===== src/cu_macros.svh =====
`ifndef CU_MACROS_SVH
`define CU_MACROS_SVH

`define CU_OPCODE_W   6
`define CU_FUNCT_W    6
`define CU_ALUOP_W    3
`define CU_REGDST_W   2
`define CU_MEMTOREG_W 3
`define CU_IORD_W     2
`define CU_PCSRC_W    2

// Opcodes
`define CU_OP_RTYPE 6'b000000
`define CU_OP_J     6'b000010
`define CU_OP_JAL   6'b000011
`define CU_OP_ADDI  6'b001000
`define CU_OP_ADDIU 6'b001001
`define CU_OP_SLTI  6'b001010
`define CU_OP_LUI   6'b001111
`define CU_OP_SW    6'b101011

// R-type functs
`define CU_FN_JR   6'b001000
`define CU_FN_MFHI 6'b010000
`define CU_FN_MFLO 6'b010010
`define CU_FN_MULT 6'b011000
`define CU_FN_DIV  6'b011010
`define CU_FN_ADD  6'b100000
`define CU_FN_SUB  6'b100010
`define CU_FN_AND  6'b100100
`define CU_FN_SLT  6'b101010

// ALU operations
`define CU_ALU_PASS 3'b000
`define CU_ALU_ADD  3'b001
`define CU_ALU_SUB  3'b010
`define CU_ALU_AND  3'b011
`define CU_ALU_SLT  3'b111

// Datapath mux codes
`define CU_SRCA_PC     1'b0
`define CU_SRCA_REGA   1'b1
`define CU_SRCB_REGB   2'b00
`define CU_SRCB_FOUR   2'b01
`define CU_SRCB_IMM    2'b10
`define CU_REGDST_RT   2'b00
`define CU_REGDST_RD   2'b01
`define CU_REGDST_RA   2'b10
`define CU_M2R_ALU     3'b000
`define CU_M2R_PC      3'b001
`define CU_M2R_HI      3'b010
`define CU_M2R_LO      3'b011
`define CU_M2R_LUI     3'b100
`define CU_IORD_PC     2'b00
`define CU_IORD_ALU    2'b01
`define CU_PCSRC_ALU   2'b00
`define CU_PCSRC_JUMP  2'b01
`define CU_PCSRC_REGA  2'b10
`define CU_PCSRC_EXC   2'b11

`endif

===== src/cuPkg.sv =====
`include "cu_macros.svh"

package cuPkg;

  typedef logic [`CU_OPCODE_W-1:0] opcodeT;
  typedef logic [`CU_FUNCT_W-1:0]  functT;
  typedef logic [`CU_ALUOP_W-1:0]  aluOpT;

  // One value per supported instruction
  typedef enum logic [4:0] {
    KindAdd,
    KindSub,
    KindAnd,
    KindSlt,
    KindJr,
    KindMfhi,
    KindMflo,
    KindMult,
    KindDiv,
    KindAddi,
    KindAddiu,
    KindSlti,
    KindLui,
    KindSw,
    KindJ,
    KindJal,
    KindInvalid
  } instrKindT;

  typedef enum logic [3:0] {
    Fetch0,
    Fetch1,
    Fetch2,
    Decode,
    Execute,
    MdRequest,
    MdRelease,
    MdWrite,
    Exception
  } cuStateT;

  typedef enum logic [1:0] {
    None,
    Overflow,
    InvalidOpcode,
    DivZero
  } excCauseT;

  typedef struct packed {
    logic pcWrite;
    logic irWrite;
    logic aWrite;
    logic bWrite;
    logic regWrite;
    logic memWrite;
    logic hiWrite;
    logic loWrite;
    logic epcWrite;
  } writeEnablesT;

  typedef struct packed {
    logic                      aluSrcA;
    logic [1:0]                aluSrcB;
    logic [`CU_REGDST_W-1:0]   regDst;
    logic [`CU_MEMTOREG_W-1:0] memToReg;
    logic [`CU_IORD_W-1:0]     iorD;
    logic [`CU_PCSRC_W-1:0]    pcSource;
  } muxSelectsT;

  // Status from ALU and divider
  typedef struct packed {
    logic overflow;
    logic divZero;
  } flagsT;

  typedef struct packed {
    logic     valid;
    excCauseT cause;
  } trapT;

endpackage


===== src/controlUnit.sv =====
`timescale 1ns/1ps

module controlUnit (
  input  logic                clk,
  input  logic                reset,
  input  cuPkg::opcodeT       opcode,
  input  cuPkg::functT        funct,
  input  cuPkg::flagsT        flags,
  input  logic                muldivAck,
  output cuPkg::writeEnablesT writes,
  output cuPkg::muxSelectsT   selects,
  output cuPkg::aluOpT        aluOp,
  output logic                muldivReq,
  output logic                muldivDiv,
  output cuPkg::excCauseT     excCause
);

  cuPkg::instrKindT kind;
  cuPkg::instrKindT latchedKind;
  cuPkg::cuStateT   state;
  cuPkg::trapT      trap;

  opcodeDecoder i_opcodeDecoder (
    .opcode (opcode),
    .funct  (funct),
    .kind   (kind)
  );

  controlSequencer i_controlSequencer (
    .clk         (clk),
    .reset       (reset),
    .kind        (kind),
    .trap        (trap),
    .muldivAck   (muldivAck),
    .state       (state),
    .latchedKind (latchedKind),
    .excCause    (excCause)
  );

  controlWordGen i_controlWordGen (
    .state       (state),
    .latchedKind (latchedKind),
    .decodeKind  (kind),
    .flags       (flags),
    .writes      (writes),
    .selects     (selects),
    .aluOp       (aluOp),
    .muldivReq   (muldivReq),
    .muldivDiv   (muldivDiv),
    .trap        (trap)
  );

endmodule


===== src/controlWordGen.sv =====
`timescale 1ns/1ps
`include "cu_macros.svh"

module controlWordGen (
  input  cuPkg::cuStateT      state,
  input  cuPkg::instrKindT    latchedKind,
  input  cuPkg::instrKindT    decodeKind,
  input  cuPkg::flagsT        flags,
  output cuPkg::writeEnablesT writes,
  output cuPkg::muxSelectsT   selects,
  output cuPkg::aluOpT        aluOp,
  output logic                muldivReq,
  output logic                muldivDiv,
  output cuPkg::trapT         trap
);

  logic overflowKind;
  logic inMulDiv;

  assign overflowKind = (latchedKind == cuPkg::KindAdd) || (latchedKind == cuPkg::KindSub) ||
                        (latchedKind == cuPkg::KindAddi);
  assign inMulDiv = (state == cuPkg::MdRequest) || (state == cuPkg::MdRelease) ||
                    (state == cuPkg::MdWrite);

  always_comb begin
    writes = '0;
    selects = '0;
    aluOp = `CU_ALU_PASS;
    muldivReq = 1'b0;
    muldivDiv = inMulDiv && (latchedKind == cuPkg::KindDiv);
    trap = '{valid: 1'b0, cause: cuPkg::None};

    case (state)
      cuPkg::Fetch0: begin
        selects.iorD = `CU_IORD_PC;
      end
      cuPkg::Fetch1: begin
        // PC + 4
        writes.pcWrite = 1'b1;
        selects.aluSrcA = `CU_SRCA_PC;
        selects.aluSrcB = `CU_SRCB_FOUR;
        selects.pcSource = `CU_PCSRC_ALU;
        aluOp = `CU_ALU_ADD;
      end
      cuPkg::Fetch2: begin
        writes.irWrite = 1'b1;
      end
      cuPkg::Decode: begin
        writes.aWrite = 1'b1;
        writes.bWrite = 1'b1;
        if (decodeKind == cuPkg::KindInvalid) begin
          trap = '{valid: 1'b1, cause: cuPkg::InvalidOpcode};
        end
      end
      cuPkg::Execute: begin
        case (latchedKind)
          cuPkg::KindAdd, cuPkg::KindSub, cuPkg::KindAnd, cuPkg::KindSlt: begin
            writes.regWrite = 1'b1;
            selects.aluSrcA = `CU_SRCA_REGA;
            selects.aluSrcB = `CU_SRCB_REGB;
            selects.regDst = `CU_REGDST_RD;
            selects.memToReg = `CU_M2R_ALU;
            case (latchedKind)
              cuPkg::KindSub: aluOp = `CU_ALU_SUB;
              cuPkg::KindAnd: aluOp = `CU_ALU_AND;
              cuPkg::KindSlt: aluOp = `CU_ALU_SLT;
              default:        aluOp = `CU_ALU_ADD;
            endcase
          end
          cuPkg::KindAddi, cuPkg::KindAddiu, cuPkg::KindSlti: begin
            writes.regWrite = 1'b1;
            selects.aluSrcA = `CU_SRCA_REGA;
            selects.aluSrcB = `CU_SRCB_IMM;
            selects.regDst = `CU_REGDST_RT;
            selects.memToReg = `CU_M2R_ALU;
            aluOp = (latchedKind == cuPkg::KindSlti) ? `CU_ALU_SLT : `CU_ALU_ADD;
          end
          cuPkg::KindLui: begin
            writes.regWrite = 1'b1;
            selects.regDst = `CU_REGDST_RT;
            selects.memToReg = `CU_M2R_LUI;
          end
          cuPkg::KindSw: begin
            // Address is A + sign-extended offset
            writes.memWrite = 1'b1;
            selects.aluSrcA = `CU_SRCA_REGA;
            selects.aluSrcB = `CU_SRCB_IMM;
            selects.iorD = `CU_IORD_ALU;
            aluOp = `CU_ALU_ADD;
          end
          cuPkg::KindMfhi, cuPkg::KindMflo: begin
            writes.regWrite = 1'b1;
            selects.regDst = `CU_REGDST_RD;
            selects.memToReg = (latchedKind == cuPkg::KindMfhi) ? `CU_M2R_HI : `CU_M2R_LO;
          end
          cuPkg::KindJ: begin
            writes.pcWrite = 1'b1;
            selects.pcSource = `CU_PCSRC_JUMP;
          end
          cuPkg::KindJal: begin
            // Link register gets the already incremented PC
            writes.pcWrite = 1'b1;
            writes.regWrite = 1'b1;
            selects.regDst = `CU_REGDST_RA;
            selects.memToReg = `CU_M2R_PC;
            selects.pcSource = `CU_PCSRC_JUMP;
          end
          cuPkg::KindJr: begin
            writes.pcWrite = 1'b1;
            selects.pcSource = `CU_PCSRC_REGA;
          end
          default: begin
          end
        endcase
        if (overflowKind && flags.overflow) begin
          writes.regWrite = 1'b0;
          trap = '{valid: 1'b1, cause: cuPkg::Overflow};
        end
      end
      cuPkg::MdRequest: begin
        if (latchedKind == cuPkg::KindDiv && flags.divZero) begin
          trap = '{valid: 1'b1, cause: cuPkg::DivZero};
        end else begin
          muldivReq = 1'b1;
        end
      end
      cuPkg::MdWrite: begin
        writes.hiWrite = 1'b1;
        writes.loWrite = 1'b1;
      end
      cuPkg::Exception: begin
        // EPC takes PC - 4, PC jumps to the handler
        writes.epcWrite = 1'b1;
        writes.pcWrite = 1'b1;
        selects.aluSrcA = `CU_SRCA_PC;
        selects.aluSrcB = `CU_SRCB_FOUR;
        selects.pcSource = `CU_PCSRC_EXC;
        aluOp = `CU_ALU_SUB;
      end
      default: begin
      end
    endcase
  end

endmodule


===== src/controlSequencer.sv =====
`timescale 1ns/1ps

module controlSequencer (
  input  logic             clk,
  input  logic             reset,
  input  cuPkg::instrKindT kind,
  input  cuPkg::trapT      trap,
  input  logic             muldivAck,
  output cuPkg::cuStateT   state,
  output cuPkg::instrKindT latchedKind,
  output cuPkg::excCauseT  excCause
);

  cuPkg::cuStateT nextState;

  always_comb begin
    nextState = state;
    case (state)
      cuPkg::Fetch0: begin
        nextState = cuPkg::Fetch1;
      end
      cuPkg::Fetch1: begin
        nextState = cuPkg::Fetch2;
      end
      cuPkg::Fetch2: begin
        nextState = cuPkg::Decode;
      end
      cuPkg::Decode: begin
        if (trap.valid) begin
          nextState = cuPkg::Exception;
        end else if (kind == cuPkg::KindMult || kind == cuPkg::KindDiv) begin
          nextState = cuPkg::MdRequest;
        end else begin
          nextState = cuPkg::Execute;
        end
      end
      cuPkg::Execute: begin
        // Overflow on add, sub or addi
        if (trap.valid) begin
          nextState = cuPkg::Exception;
        end else begin
          nextState = cuPkg::Fetch0;
        end
      end
      cuPkg::MdRequest: begin
        if (trap.valid) begin
          nextState = cuPkg::Exception;
        end else if (muldivAck) begin
          nextState = cuPkg::MdRelease;
        end
      end
      cuPkg::MdRelease: begin
        // Wait for the unit to drop ack
        if (!muldivAck) begin
          nextState = cuPkg::MdWrite;
        end
      end
      cuPkg::MdWrite: begin
        nextState = cuPkg::Fetch0;
      end
      cuPkg::Exception: begin
        nextState = cuPkg::Fetch0;
      end
      default: begin
        nextState = cuPkg::Fetch0;
      end
    endcase
  end

  always_ff @(posedge clk) begin
    if (reset) begin
      state <= cuPkg::Fetch0;
    end else begin
      state <= nextState;
    end
  end

  // Instruction held for the execute and mult/div phases
  always_ff @(posedge clk) begin
    if (reset) begin
      latchedKind <= cuPkg::KindInvalid;
    end else if (state == cuPkg::Decode) begin
      latchedKind <= kind;
    end
  end

  // Cause is only non-None during the Exception cycle
  always_ff @(posedge clk) begin
    if (reset) begin
      excCause <= cuPkg::None;
    end else if (trap.valid) begin
      excCause <= trap.cause;
    end else begin
      excCause <= cuPkg::None;
    end
  end

endmodule


===== src/opcodeDecoder.sv =====
`timescale 1ns/1ps
`include "cu_macros.svh"

module opcodeDecoder (
  input  cuPkg::opcodeT    opcode,
  input  cuPkg::functT     funct,
  output cuPkg::instrKindT kind
);

  cuPkg::instrKindT rKind;

  // R-type group, selected by funct
  always_comb begin
    case (funct)
      `CU_FN_ADD: begin
        rKind = cuPkg::KindAdd;
      end
      `CU_FN_SUB: begin
        rKind = cuPkg::KindSub;
      end
      `CU_FN_AND: begin
        rKind = cuPkg::KindAnd;
      end
      `CU_FN_SLT: begin
        rKind = cuPkg::KindSlt;
      end
      `CU_FN_JR: begin
        rKind = cuPkg::KindJr;
      end
      `CU_FN_MFHI: begin
        rKind = cuPkg::KindMfhi;
      end
      `CU_FN_MFLO: begin
        rKind = cuPkg::KindMflo;
      end
      `CU_FN_MULT: begin
        rKind = cuPkg::KindMult;
      end
      `CU_FN_DIV: begin
        rKind = cuPkg::KindDiv;
      end
      default: begin
        rKind = cuPkg::KindInvalid;
      end
    endcase
  end

  always_comb begin
    case (opcode)
      `CU_OP_RTYPE: begin
        kind = rKind;
      end
      `CU_OP_ADDI: begin
        kind = cuPkg::KindAddi;
      end
      `CU_OP_ADDIU: begin
        kind = cuPkg::KindAddiu;
      end
      `CU_OP_SLTI: begin
        kind = cuPkg::KindSlti;
      end
      `CU_OP_LUI: begin
        kind = cuPkg::KindLui;
      end
      `CU_OP_SW: begin
        kind = cuPkg::KindSw;
      end
      `CU_OP_J: begin
        kind = cuPkg::KindJ;
      end
      `CU_OP_JAL: begin
        kind = cuPkg::KindJal;
      end
      default: begin
        kind = cuPkg::KindInvalid;
      end
    endcase
  end

endmodule


===== config.mk =====
export PLATFORM = sky130hd
export DESIGN_NAME = controlUnit
export DESIGN_NICKNAME = d
export VERILOG_FILES = /design/src/cuPkg.sv /design/src/controlUnit.sv /design/src/controlWordGen.sv /design/src/controlSequencer.sv /design/src/opcodeDecoder.sv
export VERILOG_INCLUDE_DIRS = /design/src /design/src/src
export SDC_FILE = /design/constraint.sdc
export NUM_CORES = 1
export LEC_CHECK = 0
export ABC_AREA = 1
export BUFFER_PORTS_ARGS = -buffer_cell sky130_fd_sc_hd__buf_2
export CORE_MARGIN = 5
export CORE_UTILIZATION = 49
export CTS_CLUSTER_SIZE = 12
export DETAILED_ROUTE_END_ITERATION = 7
export PLACE_DENSITY = 0.89
export SYNTH_ARGS = -nofsm -noshare
export SYNTH_HDL_FRONTEND = slang
export SYNTH_SLANG_ARGS = --single-unit

===== constraint.sdc =====
create_clock -name clk -period 2 [get_ports clk]
set_input_delay 0.4 -clock clk [delete_from_list [all_inputs] [get_ports clk]]
set_output_delay 0.4 -clock clk [all_outputs]
set_load 0.03 [all_outputs]

==> results of run 1 <==
## per-layer routing
| metal | vias up | track usage | share of wire |
|---|---|---|---|
| met1 | 655 | 0.191 | 0.39 |
| met5 | - | 0 | 0 |
| met3 | 2 | 0.0131 | 0.066 |
| met4 | 0 | 0.0665 | 0.0044 |
| li1 | 767 | - | - |
| met2 | 48 | 0.340 | 0.54 |
## cells by family (layout without fill, tap and decap cells)
group           Yosys count  count (layout)  share of synthesized area
compound gates           32              32                      0.178
buf+inv                  49              94                      0.165
flops                    11              11                      0.183
other cells               1               1                    0.00311
simple gates            116             116                      0.471
## per-stage QoR
stage          hold slack, ns  std cells  instance area [sq um]
2_1_floorplan           0.515        209                   1230
5_1_grt                 0.402        284                   1610
6_report                0.390        284                   1610
3_3_place_gp            0.532        278                   1450
3_5_place_dp            0.550        278                   1450
4_1_cts                 0.389        282                   1510
## cell type report
type	count	area, sq um	share of cell area
repair buffers	46	250	0.156
clock buffers	4	26.3	0.0164
multi-input cells	149	883	0.550
flip-flops and latches	11	241	0.150
well taps	30	37.5	0.0234
inverters	44	168	0.104
## power by group through the flow
stage / clock network (uW) / registers (uW) / logic (uW)
floorplan: 0 / 241 / 114
global placement: 0 / 241 / 157
detailed placement: 0 / 242 / 159
CTS: 144 / 238 / 162
global route: 153 / 241 / 193
finish: 141 / 240 / 173
## worst register-to-register path, cell delays in order (launching register included)
cell     delay, ns
dfxtp_4       0.36
nor2_2        0.18
inv_2         0.06
nor3_2        0.23
nand2_1       0.08
nand2_1       0.09
inv_2         0.06
o41ai_2       0.19
a21oi_1       0.09
## cell usage after synthesis (3+ instances only)
library cell	instances	share of area
a21oi_1	11	0.046
dfxtp_1	11	0.18
nand2_1	37	0.12
inv_2	16	0.050
nor3_2	3	0.025
nand4_1	4	0.021
nor3_1	4	0.017
nor2_2	7	0.036
nor2_4	4	0.037
buf_4	4	0.025
nor2_1	28	0.087
inv_1	28	0.087
nand3_1	25	0.10
o21ai_0	8	0.033
## worst paths after layout
| kind | cells past startpoint | start | to |
|---|---|---|---|
| max | 7 | i_controlSequencer.latchedKind[1] | writes[4] |
| min | 2 | reset | i_controlSequencer.state[0] |
| max reg2reg | 8 | i_controlSequencer.latchedKind[0] | i_controlSequencer.state[1] |
| min reg2reg | 2 | i_controlSequencer.latchedKind[4] | i_controlSequencer.latchedKind[4] |
## registers in the layout (all words and copies together) (netlist names)
register                        flops
i_controlSequencer.state            4
i_controlSequencer.latchedKind      5
i_controlSequencer.excCause         2
## timing repair
action,CTS,global route
pin swaps,0,5
setup endpoints to repair,6,11
cloned,0,0
gates resized for setup,9,34
setup buffers,0,2
==> results.yml, run 1 <==
logic_synthesis:
  synthesis.area_sq_mm: 0.00121
  syn_inst: 209
  synthArstFlopShare: 0
  synth_cell_type_count: 28
  synth-seq-area-share: 0.183
  synthesis.nets: 226
  postSynthRegisterBits: 11
  synthFlopType: "dfxtp_1"
  avgSynthCellArea_sq_um: 5.77
  synth_edf_count: 0
  ys_warn_count: 0
setup_path:
  crit_arrival_ns: 1.55
  max_stage_delay_ns: 0.40
  crit_path_top_delay_cell: "dfxtp_4"
  startpoint_type: "register"
  critPathTopFamily: "flip-flops"
  path_max_fanout: 4
  worstPathRequired_ns: 1.60
  path_cells: "inv_2, nor2_4, nand2_2, nor2_1, inv_1, a311oi_2, buf_4"
  end_kind: "output port"
  crit_type: "register to output port"
  reg2reg_slack_ns: 0.53
  crit_buf_inv: 3
timing:
  layout_setup_ws_ns: 0.0479
  post-route-period-util: 0.976
  finalHoldViolations: 0
  drv_slew: 0
  setup_viol: 0
  skew_ns: 0.00385
  finalSetupTns_ns: 0
  fin_crit_ns: 1.95
  rsz0062_at_grt: "yes"
  fmax_mhz: 512
job:
  cap_violations: 0
floorplanning:
  die_w_um: 59.6
  start_util: 0.501
  pin_count: 45
  chipHeight_um: 59.6
  dieArea_sq_mm: 0.00355
  rows: 18
  core_area_sq_mm: 0.00241
power_and_ir_drop:
  p_sw_uw: 193
  p_sw_frac: 0.349
  ir_drop_mv: 0.206
  p_per_area_mw_per_mm2: 345
  p_total_uw: 554
  p_comb_frac: 0.313
  p_seq_frac: 0.433
  clkPwrFrac: 0.254
  p_leak_uw: 0.000848
  internal-power_uw: 361
global_routing:
  grt_pass1_vias: 1285
  grtUsageTotal: 0.174
  grt_max_degree: 9
  grt_pass1_wl_mm: 4.93
  antenna_found_initial: 0
  overflow: 0
detailed_routing:
  firstDrtPassIters: 4
  drc_errors: 0
  vias_per_cell: 5.18
  via_count: 1472
  ant_nets: 0
  drtIter0Drc: 55
  wl_per_cell_um: 11.3
  drt_wl_total_mm: 3.20
finish:
  layout_common_cells: "buf_2 (38), nand2_1 (32), nor2_1 (24), nand3_1 (24), inv_1 (22)"
  nFillCells: 229
  insertedDiodeCount: 0
  final_common_cell: "buf_2"
  layout.nets: 272
  fin_util: 0.667
  layout-drive-gt1-share: 0.457
  area_delta_synth_final_pct: 33.2
clock_network:
  clock_latency_ns: 0.26
  clk_pin_slew_ns: 0.06
  cts_made_buffers: 3
  cts.sinks: 11
  cts_hold_buf: 0
  cts_tree: "yes"
  htree_levels: 1
  cts-root-buf: "clkbuf_4"
  clock_path_buffers: 2
placement:
  dpl.hpwl_mm: 2.52
  io_buffers: 43
  gp_congestion: 0.897
  dp_slack_ns: 0.173
min_path:
  hp-class: "primary input to register"
outcome:
  status: "finished, final reports clean"
Note: power is estimated with default switching activity, not from simulation.
==> inputs of run 2 (changes only) <==
--- a/config.mk
+++ b/config.mk
@@ -8,8 +8,9 @@
 export LEC_CHECK = 0
 export ABC_AREA = 1
 export BUFFER_PORTS_ARGS = -buffer_cell sky130_fd_sc_hd__buf_2
-export CORE_MARGIN = 5
+export CORE_MARGIN = 4
 export CORE_UTILIZATION = 49
+export CTS_CLUSTER_DIAMETER = 60
 export CTS_CLUSTER_SIZE = 12
 export DETAILED_ROUTE_END_ITERATION = 7
 export PLACE_DENSITY = 0.89
==> run 2 against run 1 <==
  * Cell count is 0.35% lower
  * Global-route usage grew 1.1 points
  * Cell area is 0.55% higher
  * Sequential power barely moved
  * Largest cell class unchanged
  * Largest power group unchanged
==> results.yml, run 2 (synthesized netlist as in run 1, its figures left out) <==
detailed_routing:
  wl_per_cell_um: 11.3
  via_count: 1486
  drc_errors: 0
  drt_wl_total_mm: 3.19
  firstDrtPassIters: 5
  drtIter0Drc: 49
  ant_nets: 0
  vias_per_cell: 5.25
clock_network:
  cts_made_buffers: 3
  clock_path_buffers: 2
  clock_latency_ns: 0.28
  cts.sinks: 11
  htree_levels: 1
  clk_pin_slew_ns: 0.07
  cts_tree: "yes"
  cts-root-buf: "clkbuf_4"
setup_path:
  r2r_cells: 8
  end_kind: "output port"
  max_stage_delay_ns: 0.39
  path_common_cell: "nand2_1"
  worstPathRequired_ns: 1.60
  crit_type: "register to output port"
  startpoint_type: "register"
  crit_path_top_delay_cell: "dfxtp_4"
  path_cells: "inv_2, nor2_4, nand2_1, nand2_1, nand3_2, nand2_2, nor3b_2, buf_4"
  path_max_fanout: 4
  crit_arrival_ns: 1.58
power_and_ir_drop:
  p_sw_frac: 0.368
  internal-power_uw: 360
  p_comb_frac: 0.306
  p_seq_frac: 0.421
  p_total_uw: 570
  p_sw_uw: 210
  clkPwrFrac: 0.273
  p_per_area_mw_per_mm2: 353
  p_leak_uw: 0.000853
  ir_drop_mv: 0.241
timing:
  layout_setup_ws_ns: 0.0193
  skew_ns: 0.00710
  finalHoldViolations: 0
  fmax_mhz: 505
  setup_viol: 0
  drv_slew: 0
  post-route-period-util: 0.990
  rsz0062_at_grt: "yes"
  fin_crit_ns: 1.98
  finalSetupTns_ns: 0
global_routing:
  grt_max_degree: 9
  antenna_found_initial: 0
  grt_pass1_wl_mm: 5.05
  overflow: 0
  grtUsageTotal: 0.186
  grt_pass1_vias: 1285
finish:
  area_delta_synth_final_pct: 33.9
  fin_util: 0.710
  nFillCells: 200
  layout-drive-gt1-share: 0.459
  insertedDiodeCount: 0
  final_common_cell: "buf_2"
  largest_reg_flops: 5
  layout.nets: 273
  top_regs: "i_controlSequencer.latchedKind: 5 flops, i_controlSequencer.state: 4 flops, i_controlSequencer.excCause: 2 flops"
  register_area_sq_um: 241
  layout_common_cells: "buf_2 (38), nand2_1 (32), nor2_1 (24), nand3_1 (24)"
  multi_input_area_sq_um: 890
  max_flop_register: "i_controlSequencer.latchedKind"
  stdcell_area_sq_mm: 0.00162
outcome:
  status: "finished, final reports clean"
floorplanning:
  pin_count: 45
  rows: 17
  core_area_sq_mm: 0.00228
  dieArea_sq_mm: 0.00332
  chipHeight_um: 57.6
  start_util: 0.530
  die_w_um: 57.6
placement:
  dpl.hpwl_mm: 2.57
  gp_congestion: 0.873
  dpl-instance-area_sq_mm: 0.00146
  dp_slack_ns: 0.200
  io_buffers: 43
min_path:
  hp-class: "primary input to register"
  worstHoldPathCells: 2
job:
  cap_violations: 0
run 2: cell count changes in the layout (fill, tap and decap cells not counted):
| cell | delta |
|---|---|
| buf_4 | +1 |
| inv_2 | +1 |
| inv_4 | -1 |
| nor3_2 | -1 |
| nor3_4 | +1 |
| o21ai_0 | -1 |
| o21ai_1 | +1 |
run 2: metrics by stage:
step | hold WS, ns | instances
after floorplan | 0.515 | 209
after global placement | 0.534 | 277
after detailed placement | 0.532 | 277
after CTS | 0.364 | 281
after global routing | 0.367 | 283
final | 0.361 | 283
run 2: layout make-up:
type                       count  area share
clock buffer                   4      0.0163
inverter                      44       0.102
multi-input combinational    149       0.551
sequential                    11       0.149
tap                           28      0.0217
timing repair buffer          47       0.160
run 2: worst paths after layout:
check	startpoint	endpoint	slack (ns)
worst min register to register	i_controlSequencer.state[0]	i_controlSequencer.state[0]	0.55
worst min-delay path	reset	i_controlSequencer.state[0]	0.36
worst max register to register	i_controlSequencer.latchedKind[0]	i_controlSequencer.state[1]	0.49
worst max-delay path	i_controlSequencer.latchedKind[1]	aluOp[2]	0.02
run 2: per-layer routing:
metal  track usage  vias to the layer above  share of wire
li1              -                      769              -
met2         0.334                       52           0.49
met3        0.0200                        5          0.069
met4        0.0695                        0          0.016
met5             0                        -              0
met1         0.225                      660           0.42
run 2: worst max-delay path, delay by kind of cell, from the launching register on:
| family | cells | cell delay (ns) |
|---|---|---|
| AND/OR/NAND/NOR | 6 | 0.66 |
| flip-flops | 1 | 0.39 |
| buffers and inverters | 2 | 0.25 |
run 2: timing repair:
item / 4_1_cts / 5_1_grt
endpoints found under the setup margin: 7 / 17
buffers inserted: 0 / 2
pin swaps: 0 / 4
hold endpoints to repair: 0 / 0
hold buffers: 0 / 0
gates resized for setup: 11 / 33
run 2: power groups by stage:
stage               Clock [uW]  Sequential [uW]  Combinational (uW)
floorplan                    0              241                 114
global placement             0              242                 157
detailed placement           0              242                 161
CTS                        159              238                 166
global route               175              241                 193
finish                     156              240                 174
